### config.mk
export PLATFORM = sky130hd
export DESIGN_NAME = lsu_replay_top
export DESIGN_NICKNAME = d
export VERILOG_FILES = /design/src/source/lsu_conf_pkg.sv /design/src/source/lsu_types_pkg.sv /design/src/source/lsu_pipe_if.sv /design/src/source/lsu_issue_arbiter.sv /design/src/source/lsu_replay_queue.sv /design/src/source/lsu_replay_top.sv /design/src/source/ring_fifo.sv
export SDC_FILE = /design/constraint.sdc
export NUM_CORES = 1
export LEC_CHECK = 0
export BUFFER_PORTS_ARGS = -buffer_cell sky130_fd_sc_hd__buf_2
export CAP_MARGIN = 5
export CORE_MARGIN = 4
export CORE_UTILIZATION = 40
export CTS_BUF_LIST = sky130_fd_sc_hd__clkbuf_4
export CTS_CLUSTER_DIAMETER = 120
export DETAILED_ROUTE_END_ITERATION = 12
export GPL_TIMING_DRIVEN = 0
export PLACE_DENSITY_LB_ADDON = 0.3
export RECOVER_POWER = 50
export SYNTH_ARGS = -nofsm -noshare
export SYNTH_HDL_FRONTEND = slang
export SYNTH_SLANG_ARGS = --single-unit
### constraint.sdc
create_clock -name i_clk -period 29.1 [get_ports i_clk]
set_input_delay 2.91 -clock i_clk [delete_from_list [all_inputs] [get_ports i_clk]]
set_output_delay 2.91 -clock i_clk [all_outputs]
set_load 0.01 [all_outputs]
### src/source/lsu_conf_pkg.sv
// Width constants for LSU request fields, imported by the replay packages and modules

package lsu_conf_pkg;

    // ------------------------------
    // Request field widths
    // ------------------------------
    localparam int ID_W      = 6;   // Commit id
    localparam int PADDR_W   = 32;  // Physical address

    // One bit per store queue entry or miss unit entry
    localparam int HAZ_IDX_W = 8;

endpackage

### src/source/lsu_types_pkg.sv
// Request, hazard and arbiter types shared by the LSU replay modules and the testbench

package lsu_types_pkg;

    // ------------------------------
    // Hazard types from the pipeline
    // ------------------------------
    typedef enum logic [2:0] {
        HAZ_NONE           = 3'd0,
        HAZ_STQ_NONFWD     = 3'd1,  // Older store data not ready
        HAZ_MISSU_FULL     = 3'd2,
        HAZ_MISSU_ASSIGNED = 3'd3,  // Waiting on a miss entry
        HAZ_L1D_CONFLICT   = 3'd4
    } haz_typ_t;

    // ------------------------------
    // Payloads
    // ------------------------------
    typedef struct packed {
        logic [lsu_conf_pkg::ID_W-1:0]    id;
        logic [31:0]                      inst;
        logic [lsu_conf_pkg::PADDR_W-1:0] paddr;
        logic                             is_store;
    } lsu_req_t;

    // Request returned by the pipeline with its hazard
    typedef struct packed {
        lsu_req_t                           req;
        haz_typ_t                           haz_typ;
        logic [lsu_conf_pkg::HAZ_IDX_W-1:0] haz_index;
    } lsu_haz_t;

    // Content of the issue output stage
    typedef enum logic [1:0] {
        SRC_EMPTY  = 2'd0,
        SRC_ISSUE  = 2'd1,
        SRC_REPLAY = 2'd2
    } arb_src_t;

endpackage

### src/source/lsu_pipe_if.sv
// Valid/ready handshake with a typed payload, connecting the LSU replay modules

`timescale 1ns/1ps

interface lsu_pipe_if #(
    parameter type T = logic
);

    logic valid;
    logic ready;
    T     payload;  // Held with valid until ready

    modport master (
        output valid,
        output payload,
        input  ready
    );

    modport slave (
        input  valid,
        input  payload,
        output ready
    );

endinterface

### src/source/lsu_issue_arbiter.sv
// Registered issue stage that merges replays and fresh requests into the LSU pipeline

`timescale 1ns/1ps

module lsu_issue_arbiter (
    input  logic                    i_clk,
    input  logic                    i_reset_n,
    lsu_pipe_if.slave               rep_if,
    lsu_pipe_if.slave               iss_if,
    output logic                    o_pipe_valid,
    output lsu_types_pkg::lsu_req_t o_pipe_req,
    input  logic                    i_pipe_ready
);

    import lsu_types_pkg::*;

    arb_src_t r_src;
    lsu_req_t r_req;
    logic     w_accept;

    // Stage free or draining this cycle
    assign w_accept     = (r_src == SRC_EMPTY) || i_pipe_ready;
    assign rep_if.ready = w_accept;
    assign iss_if.ready = w_accept && !rep_if.valid;  // Replay wins

    always_ff @(posedge i_clk or negedge i_reset_n) begin
        if (!i_reset_n) begin
            r_src <= SRC_EMPTY;
        end else if (w_accept) begin
            if (rep_if.valid) begin
                r_src <= SRC_REPLAY;
            end else if (iss_if.valid) begin
                r_src <= SRC_ISSUE;
            end else begin
                r_src <= SRC_EMPTY;
            end
        end
    end

    always_ff @(posedge i_clk) begin
        if (w_accept && (rep_if.valid || iss_if.valid)) begin
            r_req <= rep_if.valid ? rep_if.payload : iss_if.payload;
        end
    end

    assign o_pipe_valid = (r_src != SRC_EMPTY);
    assign o_pipe_req   = r_req;

    a_hold_stable: assert property (@(posedge i_clk) disable iff (!i_reset_n)
        (o_pipe_valid && !i_pipe_ready) |=> (o_pipe_valid && $stable(o_pipe_req)));

endmodule

### src/source/lsu_replay_queue.sv
// Replay queue that holds hazarded LSU requests and reissues the head once its hazard resolves

`timescale 1ns/1ps

module lsu_replay_queue #(
    parameter int REPLAY_DEPTH = 6,
    parameter int TIMEOUT_W    = 4
) (
    input  logic                               i_clk,
    input  logic                               i_reset_n,
    lsu_pipe_if.slave                          haz_if,
    lsu_pipe_if.master                         rep_if,
    input  logic [lsu_conf_pkg::HAZ_IDX_W-1:0] i_stq_resolve_mask,
    input  logic                               i_missu_full,
    input  logic                               i_missu_resolve_valid,
    input  logic [lsu_conf_pkg::HAZ_IDX_W-1:0] i_missu_resolve_mask,
    input  logic [lsu_conf_pkg::HAZ_IDX_W-1:0] i_missu_entry_valids,
    input  logic                               i_flush_valid,
    input  logic [lsu_conf_pkg::ID_W-1:0]      i_flush_id
);

    import lsu_conf_pkg::*;
    import lsu_types_pkg::*;

    localparam int PTR_W = (REPLAY_DEPTH > 1) ? $clog2(REPLAY_DEPTH) : 1;

    lsu_haz_t                  w_head;
    logic                      w_empty;
    logic                      w_full;
    logic                      w_push;
    logic                      w_pop;
    logic                      w_release;
    logic                      w_head_dead;
    logic                      w_timeout;
    logic                      w_flush_new;
    logic [REPLAY_DEPTH-1:0]   w_flush_hit;
    logic [PTR_W-1:0]          r_wr_ptr;
    logic [PTR_W-1:0]          r_rd_ptr;
    logic [REPLAY_DEPTH-1:0]   r_side_valid;
    logic [REPLAY_DEPTH-1:0]   r_side_dead;
    logic [ID_W-1:0]           r_side_id [REPLAY_DEPTH];
    logic [TIMEOUT_W-1:0]      r_wait;

    assign haz_if.ready = !w_full;
    assign w_push       = haz_if.valid && haz_if.ready;
    assign w_head_dead  = r_side_dead[r_rd_ptr];
    assign w_pop        = !w_empty && (w_head_dead || (rep_if.valid && rep_if.ready));

    ring_fifo #(
        .T     (lsu_haz_t),
        .DEPTH (REPLAY_DEPTH)
    ) haz_fifo_i (
        .i_clk     (i_clk),
        .i_reset_n (i_reset_n),
        .i_push    (w_push),
        .i_data    (haz_if.payload),
        .i_pop     (w_pop),
        .o_data    (w_head),
        .o_empty   (w_empty),
        .o_full    (w_full)
    );

    // ------------------------------
    // Flush tracking
    // ------------------------------
    always_comb begin
        for (int i = 0; i < REPLAY_DEPTH; i++) begin
            w_flush_hit[i] = i_flush_valid && r_side_valid[i] && (r_side_id[i] >= i_flush_id);
        end
    end

    // Entry arriving together with a flush
    assign w_flush_new = i_flush_valid && (haz_if.payload.req.id >= i_flush_id);

    always_ff @(posedge i_clk or negedge i_reset_n) begin
        if (!i_reset_n) begin
            r_wr_ptr     <= '0;
            r_rd_ptr     <= '0;
            r_side_valid <= '0;
            r_side_dead  <= '0;
        end else begin
            if (w_push) begin
                r_wr_ptr <= (r_wr_ptr == PTR_W'(REPLAY_DEPTH - 1)) ? '0 : r_wr_ptr + 1'b1;
            end
            if (w_pop) begin
                r_rd_ptr <= (r_rd_ptr == PTR_W'(REPLAY_DEPTH - 1)) ? '0 : r_rd_ptr + 1'b1;
            end
            for (int i = 0; i < REPLAY_DEPTH; i++) begin
                if (w_push && (r_wr_ptr == PTR_W'(i))) begin
                    r_side_valid[i] <= 1'b1;
                    r_side_dead[i]  <= w_flush_new;
                end else if (w_pop && (r_rd_ptr == PTR_W'(i))) begin
                    r_side_valid[i] <= 1'b0;
                end else if (w_flush_hit[i]) begin
                    r_side_dead[i] <= 1'b1;
                end
            end
        end
    end

    always_ff @(posedge i_clk) begin
        if (w_push) begin
            r_side_id[r_wr_ptr] <= haz_if.payload.req.id;
        end
    end

    // ------------------------------
    // Head wait and release
    // ------------------------------
    always_ff @(posedge i_clk or negedge i_reset_n) begin
        if (!i_reset_n) begin
            r_wait <= '0;
        end else if (w_pop || w_empty) begin
            r_wait <= '0;
        end else if (!w_timeout) begin
            r_wait <= r_wait + 1'b1;  // Saturates
        end
    end

    assign w_timeout = &r_wait;

    always_comb begin
        w_release = 1'b0;
        if (!w_empty) begin
            if (w_timeout) begin
                w_release = 1'b1;
            end else begin
                case (w_head.haz_typ)
                    HAZ_STQ_NONFWD:     w_release = (w_head.haz_index & ~i_stq_resolve_mask) == '0;
                    HAZ_MISSU_FULL:     w_release = !i_missu_full;
                    HAZ_MISSU_ASSIGNED: w_release =
                        (i_missu_resolve_valid && (i_missu_resolve_mask == w_head.haz_index)) ||
                        ((w_head.haz_index & i_missu_entry_valids) == '0);
                    HAZ_L1D_CONFLICT:   w_release = 1'b1;
                    default:            w_release = 1'b0;
                endcase
            end
        end
    end

    assign rep_if.valid   = w_release && !w_head_dead;
    assign rep_if.payload = w_head.req;

    a_no_haz_full: assert property (@(posedge i_clk) disable iff (!i_reset_n)
        haz_if.valid |-> !w_full);
    a_no_haz_none: assert property (@(posedge i_clk) disable iff (!i_reset_n)
        !w_empty |-> (w_head.haz_typ != HAZ_NONE));

endmodule

### src/source/lsu_replay_top.sv
// Top of the LSU replay subsystem, joining the replay queue and issue arbiter behind plain ports

`timescale 1ns/1ps

module lsu_replay_top #(
    parameter int REPLAY_DEPTH = 6,
    parameter int TIMEOUT_W    = 4
) (
    input  logic                               i_clk,
    input  logic                               i_reset_n,
    input  logic                               i_issue_valid,
    input  logic [lsu_conf_pkg::ID_W-1:0]      i_issue_id,
    input  logic [31:0]                        i_issue_inst,
    input  logic [lsu_conf_pkg::PADDR_W-1:0]   i_issue_paddr,
    input  logic                               i_issue_is_store,
    output logic                               o_issue_ready,
    input  logic                               i_haz_valid,
    input  logic [lsu_conf_pkg::ID_W-1:0]      i_haz_id,
    input  logic [31:0]                        i_haz_inst,
    input  logic [lsu_conf_pkg::PADDR_W-1:0]   i_haz_paddr,
    input  logic                               i_haz_is_store,
    input  lsu_types_pkg::haz_typ_t            i_haz_typ,
    input  logic [lsu_conf_pkg::HAZ_IDX_W-1:0] i_haz_index,
    output logic                               o_replay_full,
    input  logic [lsu_conf_pkg::HAZ_IDX_W-1:0] i_stq_resolve_mask,
    input  logic                               i_missu_full,
    input  logic                               i_missu_resolve_valid,
    input  logic [lsu_conf_pkg::HAZ_IDX_W-1:0] i_missu_resolve_mask,
    input  logic [lsu_conf_pkg::HAZ_IDX_W-1:0] i_missu_entry_valids,
    input  logic                               i_flush_valid,
    input  logic [lsu_conf_pkg::ID_W-1:0]      i_flush_id,
    output logic                               o_pipe_valid,
    output logic [lsu_conf_pkg::ID_W-1:0]      o_pipe_id,
    output logic [31:0]                        o_pipe_inst,
    output logic [lsu_conf_pkg::PADDR_W-1:0]   o_pipe_paddr,
    output logic                               o_pipe_is_store,
    input  logic                               i_pipe_ready
);

    import lsu_types_pkg::*;

    lsu_pipe_if #(.T(lsu_haz_t)) haz_if ();
    lsu_pipe_if #(.T(lsu_req_t)) rep_if ();
    lsu_pipe_if #(.T(lsu_req_t)) iss_if ();

    lsu_req_t w_pipe_req;

    // ------------------------------
    // Port to interface mapping
    // ------------------------------
    assign haz_if.valid                  = i_haz_valid;
    assign haz_if.payload.req.id         = i_haz_id;
    assign haz_if.payload.req.inst       = i_haz_inst;
    assign haz_if.payload.req.paddr      = i_haz_paddr;
    assign haz_if.payload.req.is_store   = i_haz_is_store;
    assign haz_if.payload.haz_typ        = i_haz_typ;
    assign haz_if.payload.haz_index      = i_haz_index;
    assign o_replay_full                 = !haz_if.ready;

    assign iss_if.valid            = i_issue_valid;
    assign iss_if.payload.id       = i_issue_id;
    assign iss_if.payload.inst     = i_issue_inst;
    assign iss_if.payload.paddr    = i_issue_paddr;
    assign iss_if.payload.is_store = i_issue_is_store;
    assign o_issue_ready           = iss_if.ready;

    assign o_pipe_id       = w_pipe_req.id;
    assign o_pipe_inst     = w_pipe_req.inst;
    assign o_pipe_paddr    = w_pipe_req.paddr;
    assign o_pipe_is_store = w_pipe_req.is_store;

    lsu_replay_queue #(
        .REPLAY_DEPTH (REPLAY_DEPTH),
        .TIMEOUT_W    (TIMEOUT_W)
    ) lsu_replay_queue_i (
        .i_clk                 (i_clk),
        .i_reset_n             (i_reset_n),
        .haz_if                (haz_if.slave),
        .rep_if                (rep_if.master),
        .i_stq_resolve_mask    (i_stq_resolve_mask),
        .i_missu_full          (i_missu_full),
        .i_missu_resolve_valid (i_missu_resolve_valid),
        .i_missu_resolve_mask  (i_missu_resolve_mask),
        .i_missu_entry_valids  (i_missu_entry_valids),
        .i_flush_valid         (i_flush_valid),
        .i_flush_id            (i_flush_id)
    );

    lsu_issue_arbiter lsu_issue_arbiter_i (
        .i_clk        (i_clk),
        .i_reset_n    (i_reset_n),
        .rep_if       (rep_if.slave),
        .iss_if       (iss_if.slave),
        .o_pipe_valid (o_pipe_valid),
        .o_pipe_req   (w_pipe_req),
        .i_pipe_ready (i_pipe_ready)
    );

endmodule

### src/source/ring_fifo.sv
// Circular FIFO with count, used by the replay queue to hold hazarded requests

`timescale 1ns/1ps

module ring_fifo #(
    parameter type T     = logic,
    parameter int  DEPTH = 4
) (
    input  logic i_clk,
    input  logic i_reset_n,
    input  logic i_push,
    input  T     i_data,
    input  logic i_pop,
    output T     o_data,
    output logic o_empty,
    output logic o_full
);

    localparam int PTR_W = (DEPTH > 1) ? $clog2(DEPTH) : 1;
    localparam int CNT_W = $clog2(DEPTH + 1);

    T                 r_mem [DEPTH];
    logic [PTR_W-1:0] r_head;
    logic [PTR_W-1:0] r_tail;
    logic [CNT_W-1:0] r_count;

    always_ff @(posedge i_clk) begin
        if (i_push) begin
            r_mem[r_tail] <= i_data;
        end
    end

    always_ff @(posedge i_clk or negedge i_reset_n) begin
        if (!i_reset_n) begin
            r_head  <= '0;
            r_tail  <= '0;
            r_count <= '0;
        end else begin
            if (i_push) begin
                r_tail <= (r_tail == PTR_W'(DEPTH - 1)) ? '0 : r_tail + 1'b1;
            end
            if (i_pop) begin
                r_head <= (r_head == PTR_W'(DEPTH - 1)) ? '0 : r_head + 1'b1;
            end
            if (i_push && !i_pop) begin
                r_count <= r_count + 1'b1;
            end else if (!i_push && i_pop) begin
                r_count <= r_count - 1'b1;
            end
        end
    end

    assign o_data  = r_mem[r_head];  // Oldest entry, no read latency
    assign o_empty = (r_count == '0);
    assign o_full  = (r_count == CNT_W'(DEPTH));

    a_no_push_full: assert property (@(posedge i_clk) disable iff (!i_reset_n)
        !(i_push && o_full));
    a_no_pop_empty: assert property (@(posedge i_clk) disable iff (!i_reset_n)
        !(i_pop && o_empty));

endmodule

==> impl_metrics.yaml <==
run_status:
  outcome: "finished with violations"
  violations: "capacitance limit, slew limit"
global_route:
  met3_usage: 0.0488
  grt_first_pass_wirelength_mm: 97.2
  grt_util_met2: 0.312
  grt_busiest_layer: "met2"
  grt.overflow.total: 0
  met1_usage: 0.244
  grt_use_total: 0.192
  grt_pass1_vias: 16388
  grt_antenna_before_repair: 18
  grt_max_degree: 34
logic_synthesis:
  syn-num-nets: 1837
  synth-seq-area-share: 0.748
  synth.avg_cell_area_um2: 15.7
  netlist_area_um2: 25200
  yosysUniqueCellTypes: 59
  yosysWarnings: 0
  synth_cells: 1599
  synth-edff-count: 599
  ys_ff_latch: 632
  ys.flop_type: "edfxtp_1"
  async_flop_share: 0.0522
critical_path:
  worstSetupEndpointType: "primary output"
  critical_path.top_delay_family: "simple AND/OR/NAND/NOR gates"
  critPathMostFrequentCell: "buf_2"
  crit_type: "input pin to primary output"
  cp-start-kind: "input pin"
  crit_path_max_fanout: 10
  required_ns: 26.19
  crit_path_top_delay_cell: "a31oi_4"
  cp_num_buf_inv: 3
  crit_path_cell_trace: "buf_2, nor2b_1, nor4_1, o221ai_1, or4_1, a31oi_4, buf_2, nor2_1, buf_2"
  max_stage_delay_ns: 0.76
  arrival_ns: 5.72
detailed_routing:
  drcViolationCount: 0
  viasPerCell: 5.15
  vias: 15769
  wl_per_cell_um: 21.2
  antenna_left: 0
  drtIter0Drc: 1189
  drtPass1Iterations: 5
  wirelength_mm: 64.9
layout:
  final_nets: 2339
  syn_to_final_growth_pct: 20.0
  final_common_cell: "edfxtp_1"
  final_cell_mix: "599 x edfxtp_1, 234 x clkbuf_4, 195 x buf_2"
  multiInputGateArea_um2: 5900
  drive_gt1_frac: 0.248
  fill_cells: 5451
  regArea_um2: 18800
clock_network:
  clock-root-buffer: "clkbuf_4"
  numCtsBuffers: 163
  htree_levels: 4
  ctsHoldBuffers: 0
  cts.sinks: 632
  path_clk_slew_ns: 0.05
  clock_path_buffers: 3
  insertion_delay_ns: 0.97
  cts_resized: 0
  cts_setup_buffers: 0
  cts_tree: "built"
floorplan:
  dieArea_um2: 67000
  die_h_um: 259
  io_pins: 265
  rows: 91
  die_width_um: 259
  start_util: 0.406
  fp.coreArea_um2: 62100
sta:
  final_max_slew_viol_count: 34
  hold_ws_ns: 0.512
  rsz0062_at_grt: "no"
  min_period_over_period: 0.297
  fin_skew_ns: 0.0667
  maxSlewHeadroom: -0.375
  max_freq_ghz: 0.116
  timing.final.hold_violations: 0
  setup_violations: 0
  worst_slew_pin_slew_ns: 2.06
  fin_tns_setup_ns: 0
  fin_crit_ns: 8.63
power:
  peakVddDrop_mv: 0.0589
  power_leakage_nw: 10.9
  power-per-cell-area_nw_per_um2: 101
job:
  drv_cap: 1
placement:
  portBuffers: 264
  place_hpwl_mm: 44.7
  gp_congestion: 0.817
worst_hold_path:
  min_path_type: "register to register"
final timing paths:
path / start / endpoint / slack (ns) / depth (start not counted)
setup / recovery: i_missu_entry_valids[4] / o_issue_ready / 20.47 / 9
hold / removal: lsu_replay_queue_i.r_side_dead[3] / lsu_replay_queue_i.r_side_dead[3] / 0.51 / 2
setup reg to reg: lsu_replay_queue_i.haz_fifo_i.r_head[1] / lsu_issue_arbiter_i.o_pipe_req[30] / 23.19 / 15
hold reg to reg: lsu_replay_queue_i.r_side_dead[3] / lsu_replay_queue_i.r_side_dead[3] / 0.51 / 2
max in group asynchronous: i_reset_n / lsu_issue_arbiter_i.r_src[0] / 25.36 / 1
min in group asynchronous: i_reset_n / lsu_replay_queue_i.r_side_valid[0] / 2.53 / 1
synthesized netlist by cell type (3+ instances only):
cell       instances  area (µm²)
a31oi_1            3        18.8
o21ai_1            3        15.0
o22ai_1            5        31.3
a21oi_1           81         405
buf_1             10        37.5
a32o_1             3        30.0
nor3b_1            4        30.0
xor2_1             5        43.8
buf_4              4        30.0
ha_1              46         576
nand2_1           99         372
a21o_1             5        37.5
a2bb2oi_1          3        26.3
nand3b_1          10        75.1
buf_2             14        70.1
nor2_1           138         518
mux2i_1           86         861
mux2_2            19         214
a221oi_1          66         578
clkbuf_1          55         206
dfrtp_1           33         826
nand3_1            5        25.0
nor4_1             3        18.8
and2_1             6        37.5
xnor2_1           12         105
edfxtp_1         599       18000
nand2b_1          16         100
mux2_1             6        67.6
a22oi_1           60         450
nor2b_1           20         125
mux4_2            13         293
o211ai_1           4        30.0
nor3_1             7        35.0
inv_1             31         116
o21ai_0           95         475
sequential cells by signal, summed over array words and instances (netlist names):
signal                                 count
lsu_issue_arbiter_i.o_pipe_req            71
lsu_issue_arbiter_i.r_src                  2
lsu_replay_queue_i.haz_fifo_i.r_count      3
lsu_replay_queue_i.haz_fifo_i.r_head       3
lsu_replay_queue_i.haz_fifo_i.r_mem      492
lsu_replay_queue_i.haz_fifo_i.r_tail       3
lsu_replay_queue_i.r_rd_ptr                3
lsu_replay_queue_i.r_side_dead             6
lsu_replay_queue_i.r_side_id              36
lsu_replay_queue_i.r_side_valid            6
lsu_replay_queue_i.r_wait                  4
lsu_replay_queue_i.r_wr_ptr                3
cell families after synthesis:
group                      count (synthesis)  share of synthesized area
adders and majority gates                 47                     0.0237
buffers and inverters                    117                     0.0190
AOI/OAI and AO/OA                        343                     0.0903
muxes                                    124                     0.0570
DFF                                      632                      0.748
and+or+nand+nor                          319                     0.0566
xor gates and xnor gates                  17                    0.00592
layer usage:
layer  vias up  routed length, µm
met5         -                 44
met4         8               2040
met3       127               3850
met2       482              31900
met1      7808              27000
li1       7344                  -
final cells by class:
class                   count  area share
clock inverters            41     0.00899
diodes                     15     0.00124
plain buffers              84      0.0118
repair buffers            337      0.0631
multi-input cells         850       0.195
inverters                  33     0.00410
flip-flops and latches    632       0.623
well taps                 837      0.0347
clock buffers             234      0.0581
where the power goes:
part           internal [mW]  leakage [nW]  switching, mW
Sequential              1.21          5.87         0.0539
Combinational          0.360          3.81          0.670
Clock                  0.402          1.21          0.348
per-stage QoR:
stage	instance area, µm²	std cells	power, mW	setup slack [ns]	utilization
after global routing	30200	3058	3.23	20.06	0.487
after global placement	27500	2700	2.32	8.43	0.444
after detailed placement	28300	2773	2.34	20.37	0.457
final	30200	3063	3.05	20.47	0.487
after floorplan	25200	1599	1.93	16.85	-
after CTS	30400	3048	3.10	20.22	0.489
worst reg2reg max path, stage by stage, from the launching register on:
cell and delay (ns):
dfrtp_1 0.35, clkbuf_1 0.37, nor2b_1 0.28, clkbuf_1 0.86, a221oi_1 0.19, a2bb2oi_1 0.26, xnor2_1 0.19, nor4_1 0.33
nand3_1 0.17, a31oi_4 0.78, buf_4 0.45, buf_4 0.24, nor2_1 0.08, nor2_4 0.47, buf_12 0.28, buf_12 0.24
No activity file was read; power rests on OpenSTA's default activity.
